File: src/common/fetch_pkg.sv
/*
 * Fetch side definitions
 * Address and instruction widths, the reset PC and the PC step
 * shared by the PC generator, the cache interface and the top level
 */
package fetch_pkg;

    // Virtual address width of a fetch
    localparam int ADDR_SIZE = 40;

    // One PC or fetch address
    typedef logic [ADDR_SIZE-1:0] addr_t;

    // Width of one instruction word
    localparam int INSTR_SIZE = 32;

    // One instruction word
    typedef logic [INSTR_SIZE-1:0] instr_t;

    // First address fetched after reset
    localparam addr_t RESET_PC = '0;

    // Byte distance between two sequential instructions
    localparam addr_t PC_STEP = addr_t'(INSTR_SIZE / 8);

endpackage

File: src/common/icache_pkg.sv
/*
 * Instruction cache definitions
 * Line geometry, line memory depth, response latency and the
 * states of the cache interface FSM
 */
package icache_pkg;

    // One cache line holds four instructions
    localparam int LINE_SIZE      = 128;
    localparam int WORDS_PER_LINE = 4;
    localparam int LINE_BYTES     = LINE_SIZE / 8;

    // Address bits inside a line and bits that pick a word
    localparam int LINE_OFFSET   = $clog2(LINE_BYTES);
    localparam int WORD_SEL_BITS = $clog2(WORDS_PER_LINE);

    typedef logic [LINE_SIZE-1:0] icache_line_t;

    // Populated lines of the backing memory
    localparam int MEM_LINES     = 64;
    localparam int LINE_IDX_BITS = $clog2(MEM_LINES);

    typedef logic [LINE_IDX_BITS-1:0] line_idx_t;

    // Cycles from request pulse to response valid
    localparam int ICACHE_LATENCY = 2;

    // Interface FSM
    typedef enum logic [1:0] {
        ResetState,
        NoReq,
        ReqValid
    } icache_state_t;

endpackage

File: src/icache/icache_interface.sv
/*
 * Instruction cache interface
 * Keeps one line buffer with its tag, decides between a buffer hit
 * and a line request, and hands one 32-bit word per cycle to decode.
 * The tag is captured when the request leaves, so a late response
 * is filed under the address that was actually asked for.
 */
`timescale 1ns/1ps

module icache_interface (
    input  logic                    clk_i,
    input  logic                    rstn_i,

    // Request from the PC generator
    input  logic                    req_valid_i,
    input  fetch_pkg::addr_t        req_pc_i,

    // Line request to the instruction cache
    output logic                    icache_req_valid_o,
    output fetch_pkg::addr_t        icache_req_addr_o,

    // Line response, always accepted
    input  logic                    icache_resp_valid_i,
    input  icache_pkg::icache_line_t icache_resp_line_i,
    input  logic                    icache_resp_fault_i,

    // Instruction towards decode
    output logic                    instr_valid_o,
    output fetch_pkg::instr_t       instr_o,
    output fetch_pkg::addr_t        instr_pc_o,
    output logic                    instr_fault_o
);

    import fetch_pkg::*;
    import icache_pkg::*;

    icache_state_t state_q, state_d;

    // Line buffer
    logic                             buf_valid_q;
    logic [ADDR_SIZE-1:LINE_OFFSET]   buf_tag_q;
    icache_line_t                     buf_line_q;

    // Tag of the outstanding request
    logic [ADDR_SIZE-1:LINE_OFFSET]   req_tag_q;

    logic [ADDR_SIZE-1:LINE_OFFSET]   pc_tag;
    logic [WORD_SEL_BITS-1:0]         word_sel;
    logic                             buf_hit;
    logic                             resp_match;
    logic                             miss_req;
    icache_line_t                     sel_line;
    instr_t                           sel_word;

    assign pc_tag   = req_pc_i[ADDR_SIZE-1:LINE_OFFSET];
    assign word_sel = req_pc_i[LINE_OFFSET-1 -: WORD_SEL_BITS];

    // Hit on the buffered line
    assign buf_hit = buf_valid_q & (buf_tag_q == pc_tag);

    // Response belongs to the PC being fetched right now
    assign resp_match = (state_q == ReqValid) & icache_resp_valid_i & (req_tag_q == pc_tag);

    // New line needed, only issued from NoReq
    assign miss_req = (state_q == NoReq) & req_valid_i & ~buf_hit;

    always_comb begin
        state_d = state_q;
        case (state_q)
            ResetState: state_d = NoReq;
            NoReq: begin
                if (miss_req) begin
                    state_d = ReqValid;
                end
            end
            ReqValid: begin
                // Back to NoReq whether or not the line is still wanted
                if (icache_resp_valid_i) begin
                    state_d = NoReq;
                end
            end
            default: state_d = ResetState;
        endcase
    end

    always_ff @(posedge clk_i or negedge rstn_i) begin
        if (!rstn_i) begin
            state_q     <= ResetState;
            buf_valid_q <= 1'b0;
        end else begin
            state_q <= state_d;
            // A faulting line never enters the buffer
            if (icache_resp_valid_i && !icache_resp_fault_i) begin
                buf_valid_q <= 1'b1;
            end
        end
    end

    always_ff @(posedge clk_i) begin
        if (miss_req) begin
            req_tag_q <= pc_tag;
        end
        if (icache_resp_valid_i && !icache_resp_fault_i) begin
            buf_tag_q  <= req_tag_q;
            buf_line_q <= icache_resp_line_i;
        end
    end

    // Line request, aligned to the line
    assign icache_req_valid_o = miss_req;
    assign icache_req_addr_o  = {pc_tag, {LINE_OFFSET{1'b0}}};

    // Word straight from the response, else from the buffer
    assign sel_line = resp_match ? icache_resp_line_i : buf_line_q;
    assign sel_word = sel_line[word_sel*INSTR_SIZE +: INSTR_SIZE];

    assign instr_valid_o = req_valid_i & (state_q != ResetState) & (buf_hit | resp_match);
    assign instr_fault_o = resp_match & icache_resp_fault_i;
    assign instr_o       = instr_fault_o ? '0 : sel_word;
    assign instr_pc_o    = req_pc_i;

    // One request in flight at a time, no new request while a line is outstanding
    a_no_req_in_flight: assert property (@(posedge clk_i) disable iff (!rstn_i)
        icache_req_valid_o |->
            (!$past(icache_req_valid_o, 1) && !$past(icache_req_valid_o, ICACHE_LATENCY)));

    // Memory answers only to an issued request
    a_no_stray_resp: assert property (@(posedge clk_i) disable iff (!rstn_i)
        (state_q == NoReq) |-> !icache_resp_valid_i);

endmodule

File: config.mk
export PLATFORM = sky130hd
export DESIGN_NAME = icache_interface
export DESIGN_NICKNAME = d
export VERILOG_FILES = /design/src/common/fetch_pkg.sv /design/src/common/icache_pkg.sv /design/src/icache/icache_interface.sv
export SDC_FILE = /design/constraint.sdc
export NUM_CORES = 1
export LEC_CHECK = 0
export ABC_AREA = 1
export BUFFER_PORTS_ARGS = -buffer_cell sky130_fd_sc_hd__buf_4
export CORE_MARGIN = 2
export CORE_UTILIZATION = 30
export CTS_CLUSTER_DIAMETER = 50
export DETAILED_ROUTE_END_ITERATION = 12
export GPL_TIMING_DRIVEN = 1
export PLACE_DENSITY_LB_ADDON = 0.05
export SLEW_MARGIN = 20
export SYNTH_ARGS = -nofsm -noshare
export SYNTH_HDL_FRONTEND = slang
export SYNTH_SLANG_ARGS = --single-unit
File: constraint.sdc
create_clock -name clk_i -period 8.6 [get_ports clk_i]
set_input_delay 0.86 -clock clk_i [delete_from_list [all_inputs] [get_ports clk_i]]
set_output_delay 0.86 -clock clk_i [all_outputs]
set_load 0.01 [all_outputs]
==> flow_metrics.tcl <==
set metrics [dict create \
    outcome "completed" \
    wl_met2_mm 16.78 \
    cpMostUsedCell "nor2_1" \
    cts_sinks 203 \
    clock_power_share 0.471 \
    synth_cell_types 34 \
    yosys_warnings 0 \
    yosysMostFrequentCell "nand2_1" \
    cp_max_fo 65 \
    fp.dieH_um 199.9 \
    vias_per_cell 4.423 \
    drive_gt1_frac 0.2308 \
    die_x_um 199.9 \
    required_ns 7.74 \
    num_rows 71 \
    hold_buffers 0 \
    ys_top_cells_by_count "nand2_1, inv_1, edfxtp_1" \
    finalSetupViolCount 0 \
    slew_headroom 0.3004 \
    ys_ff_latch 203 \
    cts_tree "done" \
    start_kind "input port" \
    core_area_sq_um 37760 \
    post-place-ws_ns 2.840 \
    fin_crit_ns 5.719 \
    grt_pass1_wl_mm 55.39 \
    powerDensity_nw_per_um2 214.2 \
    vdd_drop_max_mv 0.1170 \
    cpMaxStageDelayCell "nor2_4" \
    portBuffers 279 \
    setup_ws_ns 2.881 \
    vias 9413 \
    place.gp.congestion 0.8348 \
    min_path_type "in2async" \
    syn_area_sq_um 11510 \
    met1_length_mm 16.97 \
    worstSetupEndpointType "primary output" \
    wl_met3_mm 2.472 \
    nNetsFinal 1763 \
    synth_edf_count 200 \
    seqPwrFrac 0.395 \
    finalHoldViolCount 0 \
    wire_per_inst_um 17.37 \
    grt_use_total 0.1855 \
    synth_area_leaders "edfxtp_1, nand2_1, inv_1" \
    syn_avg_cell_area_sq_um 8.260 \
    ioPinCount 288 \
    path_cells "buf_4, nand2_1, nand2_1, nor2_1, nand2_1, nor2_2, nand3_2, nor2_4, buf_4, o21ai_0, nor2_1, nor2_1, nor2_1, buf_4" \
    fin_crit_sh 0.6650 \
    clk_latency_ns 0.52 \
    grt_antenna_before_repair 4 \
    cts_resized 0 \
    p_sw_mw 0.7873 \
    crit_arrival_ns 4.86 \
    p_comb_frac 0.134 \
    switching_share 0.2491 \
    drtPass1Iterations 5 \
    synth_area_leader_cell "edfxtp_1" \
    ys_seq_area_frac 0.5281 \
    start_util 0.3050 \
    worst_pin_slew_ns 1.048 \
    cts-root-buf "clkbuf_16" \
    setup_tns_ns 0 \
    die_area_sq_um 39970 \
    grt_pass1_vias 9049 \
    syn_inst 1394 \
    fin_worst_skew_ns 0.01097 \
    async_reset_ff_frac 0.01478 \
    gr-total-overflow 0 \
    internal-power_mw 2.374 \
    grt_max_degree 73 \
    area_delta_synth_final_pct 28.16 \
    critPathKind "in2out" \
    clock_path_buffers 3 \
    drc 0 \
    rsz0062_at_grt "no" \
    clkTransAtPathRegs_ns 0.05 \
    slew_violations 0 \
    timing.fmax_ghz 0.1748 \
    top_layer "met5" \
    hpwl_mm 24.66 \
    cts_made_buffers 35 \
    synth_top_flop_cell "edfxtp_1" \
    leakagePower_nw 6.983 \
    cpPeakStageDelay_ns 1.03 \
    synth_top_area_share 0.5216 \
    fillers 3896 \
    htreeDepth 2 \
    totalWireLength_mm 36.96 \
    drtAntennaViolNets 0 \
    drt-initial-drc-count 534 \
    post_cts_buffers 0 \
    max-cap-violations 0 \
]
[state kept, by name, indices dropped and copies added, names as in the netlist]
signal,flops
buf_valid_q,1
buf_line_q,128
req_tag_q,36
buf_tag_q,36
state_q,2
[path summary, 6_finish.rpt]
| check | startpoint | endpoint | slack, ns | depth (start not counted) |
|---|---|---|---|---|
| max | req_pc_i[29] | instr_o[22] | 2.88 | 14 |
| min | rstn_i | buf_valid_q | 0.13 | 1 |
| max reg2reg | buf_tag_q[30] | req_tag_q[11] | 6.33 | 9 |
| min reg2reg | req_tag_q[26] | buf_tag_q[26] | 0.46 | 0 |
| max in group asynchronous | rstn_i | state_q[0] | 8.38 | 1 |
| min in group clk_i | req_tag_q[26] | buf_tag_q[26] | 0.46 | 0 |
[power groups by stage]
| stage | Combinational, mW | Sequential (mW) | Clock, mW |
|---|---|---|---|
| final | 0.425 | 1.25 | 1.49 |
| after CTS | 0.436 | 1.25 | 1.53 |
| after floorplan | 0.243 | 1.27 | 0 |
| after detailed placement | 0.434 | 1.27 | 0 |
| after global routing | 0.479 | 1.26 | 1.57 |
| after global placement | 0.435 | 1.26 | 0 |
[critical path: cells and delay by family]
family | cells | cell delay (ns)
compound gates | 1 | 0.19
simple gates | 10 | 2.73
buf+inv | 3 | 0.98
[layout by cell type (no fill, tap or decap)]
cell,synthesis,routed
nand2_1,316,315
buf_4,85,291
inv_1,234,234
edfxtp_1,200,200
nor2_1,177,175
nand3_1,169,169
clkbuf_16,0,37
o21ai_0,35,35
o21bai_1,32,32
or2_2,13,13
o21ai_1,12,12
nand4_1,12,12
xor2_1,9,9
inv_2,7,8
clkinv_1,1,7
bufinv_16,0,7
xnor2_1,6,6
nor3_1,6,6
clkbuf_1,28,6
clkinv_2,0,6
nor2_4,2,5
nor4_1,5,5
conb_1,1,4
nor2_2,4,3
nor3b_1,3,3
dfrtp_1,3,3
nand3b_1,2,2
o22ai_1,2,2
o2111ai_1,2,2
diode_2,0,1
nand2_4,0,1
nand2_2,1,1
nand3_2,1,1
o211ai_1,1,1
a211oi_1,1,1
o2111a_1,1,1
and2_1,1,1
[metrics by stage]
step	cells	utilization	hold slack (ns)	total power, mW	cell area, sq um
2_1_floorplan	1397	-	0.4264	1.509	11530
3_3_place_gp	2064	0.3586	0.4302	1.699	13540
3_5_place_dp	2064	0.3586	0.4381	1.700	13540
4_1_cts	2127	0.3908	0.1009	3.214	14760
5_1_grt	2127	0.3908	0.1083	3.308	14760
6_report	2128	0.3909	0.1271	3.161	14760
[layer usage]
metal	vias to the layer above	global-route usage
met5	-	0
met4	4	0.05021
met3	55	0.04654
met2	262	0.2949
met1	4344	0.2517
li1	4748	-
[final cells by class]
class,instances,area [sq um],share of cell area
clock buffer,43,948.4,0.06426
tap,511,639.4,0.04332
sequential,203,6081,0.4120
timing repair buffer,291,2185,0.1480
multi-input combinational,817,3727,0.2526
clock inverter,20,266.5,0.01806
antenna,1,2.502,0.0001696
inverter,242,908.4,0.06155
[cell families after synthesis]
kind of cell,Yosys count,share of synthesized area
AOI/OAI and AO/OA,86,0.04618
xor gates and xnor gates,15,0.01141
buffers and inverters,377,0.1516
DFF,203,0.5281
other,1,0.0003257
and+or+nand+nor,712,0.2624
Note: power is estimated with default switching activity, not from simulation.
