--- src/common/fetch_pkg.sv ---
/*
 * Fetch side definitions
 * Address and instruction widths, the reset PC and the PC step
 * shared by the PC generator, the cache interface and the top level
 */
package fetch_pkg;

    // Virtual address width of a fetch
    localparam int ADDR_SIZE = 40;

    // One PC or fetch address
    typedef logic [ADDR_SIZE-1:0] addr_t;

    // Width of one instruction word
    localparam int INSTR_SIZE = 32;

    // One instruction word
    typedef logic [INSTR_SIZE-1:0] instr_t;

    // First address fetched after reset
    localparam addr_t RESET_PC = '0;

    // Byte distance between two sequential instructions
    localparam addr_t PC_STEP = addr_t'(INSTR_SIZE / 8);

endpackage

--- src/logic/fetch_pc_gen.sv ---
/*
 * Fetch PC generator
 * Holds the fetch PC, steps it one word per accepted instruction
 * and loads a redirect target, which wins over stepping
 */
`timescale 1ns/1ps

module fetch_pc_gen (
    input  logic             clk_i,
    input  logic             rstn_i,

    // Branch style redirect
    input  logic             redirect_valid_i,
    input  fetch_pkg::addr_t redirect_pc_i,

    // Handshake of the instruction leaving the front end
    input  logic             instr_valid_i,
    input  logic             instr_ready_i,

    // Fetch request towards the cache interface
    output logic             req_valid_o,
    output fetch_pkg::addr_t req_pc_o
);

    import fetch_pkg::*;

    logic  req_valid_q;
    addr_t req_pc_q;
    logic  accept;

    // Instruction taken by decode this cycle
    assign accept = instr_valid_i & instr_ready_i;

    always_ff @(posedge clk_i or negedge rstn_i) begin
        if (!rstn_i) begin
            req_valid_q <= 1'b0;
            req_pc_q    <= RESET_PC;
        end else begin
            // Requests run continuously once out of reset
            req_valid_q <= 1'b1;
            if (redirect_valid_i) begin
                // Low two bits are ignored
                req_pc_q <= {redirect_pc_i[ADDR_SIZE-1:2], 2'b00};
            end else if (accept) begin
                req_pc_q <= req_pc_q + PC_STEP;
            end
        end
    end

    assign req_valid_o = req_valid_q;
    assign req_pc_o    = req_pc_q;

    // Every PC presented for fetch stays on a word boundary
    a_pc_aligned: assert property (@(posedge clk_i) disable iff (!rstn_i)
        req_valid_o |-> (req_pc_o[1:0] == 2'b00));

endmodule

--- config.mk ---
export PLATFORM = sky130hd
export DESIGN_NAME = fetch_pc_gen
export DESIGN_NICKNAME = d
export VERILOG_FILES = /design/src/common/fetch_pkg.sv /design/src/logic/fetch_pc_gen.sv
export SDC_FILE = /design/constraint.sdc
export NUM_CORES = 1
export LEC_CHECK = 0
export ABC_AREA = 1
export CAP_MARGIN = 15
export CORE_UTILIZATION = 45
export DETAILED_ROUTE_END_ITERATION = 7
export DONT_BUFFER_PORTS = 1
export GPL_TIMING_DRIVEN = 0
export PLACE_DENSITY_LB_ADDON = 0.25
export SYNTH_ARGS = -nofsm -noshare
export SYNTH_HDL_FRONTEND = slang
export SYNTH_SLANG_ARGS = --single-unit
--- constraint.sdc ---
create_clock -name clk_i -period 2.3 [get_ports clk_i]
set_input_delay 0.46 -clock clk_i [delete_from_list [all_inputs] [get_ports clk_i]]
set_output_delay 0.46 -clock clk_i [all_outputs]
set_load 0.1 [all_outputs]
==> results.yml, run 1 <==
global_route:
  grt_max_degree: 40
  grtUsageTotal_pct: 25.9
  grt-ovfl-total: 0
  antenna_found_initial: 0
  grt_pass1_wl_um: 12900
  grt_pass1_vias: 2647
floorplan:
  initial_core_util_pct: 47.8
  die-area_um2: 6760
  die_w_um: 82.2
  ioPinCount: 86
  die_y_um: 82.2
  coreArea_um2: 6060
  rows: 28
power:
  p_switching_uw: 1150
  p_per_area_nw_per_um2: 727
  clkPwrFrac_pct: 23.7
  internal_power_uw: 1150
  power_frac_comb_pct: 14.2
  p_leak_uw: 0.00137
  swShare_pct: 50.1
  finalPower_uw: 2300
  vdd_drop_max_v: 0.000334
  pwr-share-seq_pct: 62.1
route:
  dr.pass1.iters: 4
  wl_per_cell_um: 15.2
  ant_nets: 0
  routed_wl_um: 8090
  drt_iter0_markers: 145
  viasPerCell: 5.33
  vias: 2838
  drc: 0
place:
  dp_slack_ns: -0.118
  place_congestion: 0.897
  dp.cells: 522
  io_buffer_count: 0
  hpwl_um: 6250
finish:
  fill_cells: 629
  insertedDiodeCount: 0
  area_growth_pct: 9.15
  final_cells: 532
  final_util_pct: 52.2
  final_cell_mix: "nand2_1, nor2_1, nand3_1"
  drive_gt1_share_pct: 14.2
  nets: 502
  final_common_cell: "nand2_1"
sta:
  rsz0062_at_grt: "no"
  skew_ns: 0.0119
  fin_ws_ns: 0.0976
  fin_crit_sh_pct: 95.8
  finalCriticalPeriod_ns: 2.20
  final_max_slew_viol_count: 0
  max_slew.worst_pin.slew_ns: 1.07
  finalSetupViolCount: 0
  hold_viol: 0
  max_clock_freq_mhz: 454
  slew_headroom_pct: 28.5
  fin_setup_tns_ns: 0
worst_setup_path:
  cp_max_fo: 6
  start_kind: "register"
  critical_path_required_ns: 2.48
  cp_data_arrival_time_ns: 2.38
  end_kind: "register"
  crit_type: "register to register"
clocking:
  clock_latency_ns: 0.31
  cts_buffer_depth: 2
  clk_pin_slew_ns: 0.09
  htreeDepth: 2
  cts_root_buffer: "clkbuf_8"
  cts_tree: "done"
  cts_setup_buffers: 0
  cts_made_buffers: 5
  cts.sinks: 39
flow_run:
  max_cap_viol_count: 0
synthesis:
  syn-cell-area_um2: 2900
  synthTopCellsByArea: "dfrtp_1, nand2_1, nand3_1"
  yosysTopAreaCellShare_pct: 33.7
  yosysSeqAreaShare_pct: 33.7
  ys_ff_latch: 39
  synthDistinctLibCells: 27
  synth_area_per_cell_um2: 6.50
  synth_warnings: 0
  synth_cells: 446
  synth_top_cell_by_area: "dfrtp_1"
status:
  status: "completed"
min_path:
  hold_class: "input port to register"
## worst paths after layout
path	cells past startpoint	end	start	slack, ns
max	7	req_pc_o[24]	req_pc_o[5]	0.1
min	2	req_pc_o[29]	redirect_pc_i[29]	0.28
min in group asynchronous	2	req_pc_o[14]	rstn_i	0.62
max reg2reg	7	req_pc_o[24]	req_pc_o[5]	0.1
max in group asynchronous	2	req_pc_o[25]	rstn_i	1.45
min reg2reg	2	req_pc_o[21]	req_pc_o[21]	0.88
## repair_timing
| item | in CTS | in global routing |
|---|---|---|
| endpoints found under the hold margin | 39 | 0 |
| setup endpoints to repair | 15 | 21 |
| hold buffers | 2 | 0 |
| resized for setup | 7 | 20 |
## critical path: stages (launching register included)
cell and delay [ns]:
dfrtp_1 0.99, inv_1 0.23, nor2_4 0.24, nand2_2 0.11, nor2_4 0.20, nand3_1 0.09
nand3_1 0.13, nand3_1 0.08
## synth_stat cells
| master | n |
|---|---|
| nor2_1 | 51 |
| o21ai_0 | 10 |
| nor2_8 | 1 |
| nand2_1 | 174 |
| and2_1 | 1 |
| nand2_2 | 5 |
| nor2_4 | 8 |
| nand3b_1 | 1 |
| o21bai_1 | 9 |
| clkbuf_1 | 4 |
| nor2_2 | 7 |
| nand3_4 | 1 |
| conb_1 | 2 |
| inv_1 | 41 |
| xnor2_1 | 1 |
| buf_2 | 5 |
| dfrtp_1 | 39 |
| buf_4 | 2 |
| nand3_1 | 50 |
| a31oi_1 | 1 |
| ha_1 | 1 |
| clkinv_1 | 2 |
| a21oi_1 | 2 |
| a22o_1 | 6 |
| xor2_1 | 13 |
| nand4_1 | 2 |
| o211ai_1 | 7 |
## final cells by class
| class | instances | area, um^2 | share of cell area, % |
|---|---|---|---|
| sequential | 39 | 1010 | 31.9 |
| tap | 75 | 93.8 | 2.97 |
| timing repair buffer | 2 | 30.0 | 0.949 |
| inverter | 43 | 161 | 5.10 |
| clock inverter | 1 | 7.51 | 0.237 |
| clock buffer | 7 | 96.3 | 3.05 |
| buffer | 11 | 55.1 | 1.74 |
| multi-input combinational | 354 | 1710 | 54.0 |
## stage by stage
step / area, um^2 / hold WS [ns]
after floorplan: 2900 / 0.164
after global placement: 3000 / 0.166
after detailed placement: 3000 / 0.166
after CTS: 3140 / 0.280
after global routing: 3160 / 0.279
final: 3160 / 0.282
## power groups by stage
stage	Clock [uW]	Sequential [uW]	Combinational (uW)
2_1_floorplan	0	1390	259
3_3_place_gp	0	1430	301
3_5_place_dp	0	1430	310
4_1_cts	549	1420	331
5_1_grt	575	1440	375
6_report	546	1430	327
## state kept, by name, indices dropped and copies added (netlist names)
register / count
req_valid_o: 1
req_pc_o: 38
## metal layers
layer / share of wire [%] / GRT usage, % / up-vias
met2: 46 / 41.9 / 106
met5: 0 / 0 / -
met1: 45 / 33.4 / 1300
met3: 8.2 / 5.82 / 11
li1: - / - / 1421
met4: 1.5 / 9.65 / 0
## cells by family after synthesis
group                    count (synthesis)  share of synthesized area (%)
AO/OA/AOI/OAI                           35                           8.25
XOR/XNOR                                14                           4.23
adder cells (fa/ha/maj)                  1                          0.432
buffers and inverters                   54                           7.47
flip-flops                              39                           33.7
other                                    2                          0.259
AND/OR/NAND/NOR                        301                           45.7
Note: power is estimated with default switching activity, not from simulation.
==> run 2: changes to the inputs <==
Settings changed: SETUP_SLACK_MARGIN set to 0.3.
==> results.yml, run 2 (same netlist as run 1, synthesis figures left out) <==
floorplan:
  rows: 28
  initial_core_util_pct: 47.8
  die-area_um2: 6760
  die_y_um: 82.2
  die_w_um: 82.2
  coreArea_um2: 6060
  ioPinCount: 86
place:
  hpwl_um: 6320
  dpl_cell_area_um2: 3000
  io_buffer_count: 0
  place_congestion: 0.909
  dp_slack_ns: -0.0341
sta:
  fin_ws_ns: 0.405
  fin_crit_sh_pct: 82.4
  max_slew.worst_pin.slew_ns: 0.965
  finalCriticalPeriod_ns: 1.90
  slew_headroom_pct: 35.6
  final_max_slew_viol_count: 0
  max_clock_freq_mhz: 528
  skew_ns: 0.0203
  hold_viol: 0
  rsz0062_at_grt: "yes"
  finalSetupViolCount: 0
global_route:
  grt_max_degree: 40
  grt-ovfl-total: 0
  antenna_found_initial: 0
  use_met2_pct: 42.3
  grtUsageMet3_pct: 5.82
  busiest_layer: "met2"
  grtUsageTotal_pct: 26.2
  grt_pass1_vias: 2766
  grtUsageMet1_pct: 34.6
  grt_pass1_wl_um: 13300
finish:
  final_common_cell: "nand2_1"
  seqCellArea_um2: 1070
  area_growth_pct: 12.8
  multi_input_area_um2: 1720
  final_cell_mix: "nand2_1, nor2_1, nand3_1"
  largest_register_ffs: 38
  nets: 502
  insertedDiodeCount: 0
  drive_gt1_share_pct: 16.4
  finalInstanceArea_um2: 3270
  fill_cells: 608
worst_setup_path:
  end_kind: "register"
  cp_max_fo: 5
  critical_path_required_ns: 2.50
  crit_type: "register to register"
  reg2reg_depth: 7
  reg2reg_setup_slack_ns: 0.40
  cp_data_arrival_time_ns: 2.09
  start_kind: "register"
clocking:
  cts_made_buffers: 5
  cts_setup_buffers: 0
  cts_root_buffer: "clkbuf_8"
  cts_tree: "done"
  cts_buffer_depth: 2
  cts.sinks: 39
  clk_pin_slew_ns: 0.10
  htreeDepth: 2
  clock_latency_ns: 0.32
min_path:
  whs_path_depth: 2
  hold_class: "input port to register"
route:
  drt_iter0_markers: 178
  vias: 2813
  dr.pass1.iters: 4
  viasPerCell: 5.29
  ant_nets: 0
  routed_wl_um: 8210
  drc: 0
  wl_per_cell_um: 15.4
power:
  vdd_drop_max_v: 0.000399
  p_leak_uw: 0.00138
  p_per_area_nw_per_um2: 764
  finalPower_uw: 2500
status:
  status: "completed"
flow_run:
  max_cap_viol_count: 0
[run 2: cell types whose count changed in the layout (fill, tap and decap cells not counted), sizes merged]
cell | before | now
clkbuf | 11 | 9
bufinv | 0 | 2
[run 2: layer usage]
| metal | wire [um] | part of all wire [%] |
|---|---|---|
| met5 | 0 | 0 |
| met3 | 728 | 8.9 |
| met1 | 3610 | 44 |
| met4 | 96 | 1.2 |
| met2 | 3770 | 46 |
[run 2: per-stage QoR]
stage / setup TNS (ns) / hold WS [ns] / utilization, % / std cells
floorplan: 0 / 0.164 / - / 447
global placement: 0 / 0.165 / 49.6 / 522
detailed placement: -0.0390 / 0.165 / 49.6 / 522
CTS: 0 / 0.281 / 52.9 / 532
global route: 0 / 0.291 / 53.9 / 532
finish: 0 / 0.277 / 53.9 / 532
[run 2: area by class of cell]
class,count,area share (%)
inverters,43,4.94
clock buffers,5,2.11
flip-flops and latches,39,32.7
well taps,75,2.87
clock inverters,3,2.07
multi-input cells,354,52.8
plain buffers,11,1.68
repair buffers,2,0.919
[run 2: power breakdown]
| group | switching, uW | internal, uW |
|---|---|---|
| clock | 277 | 433 |
| combinational | 209 | 121 |
| sequential | 675 | 779 |
| total | 1160 | 1330 |
[run 2: repair_timing]
| action | 4_1_cts | 5_1_grt |
|---|---|---|
| endpoints found under the setup margin | 32 | 19 |
| resized for setup | 26 | 24 |
| hold buffers | 2 | 0 |
| hold endpoints to repair | 39 | 0 |
[run 2: worst paths after layout]
check | to | from
min | req_pc_o[6] | redirect_pc_i[6]
min reg2reg | req_pc_o[20] | req_pc_o[20]
min in group asynchronous | req_pc_o[14] | rstn_i
max | req_pc_o[39] | req_pc_o[11]
max reg2reg | req_pc_o[39] | req_pc_o[11]
max in group asynchronous | req_pc_o[18] | rstn_i
[run 2: worst max-delay path, stage by stage, from the launching register on]
cell and delay [ns]:
dfrtp_4 0.65, nand2_1 0.15, nor2_1 0.23, nand3_1 0.25, nor2_2 0.21, nand3_1 0.09
nand3_1 0.12, nand2_1 0.05
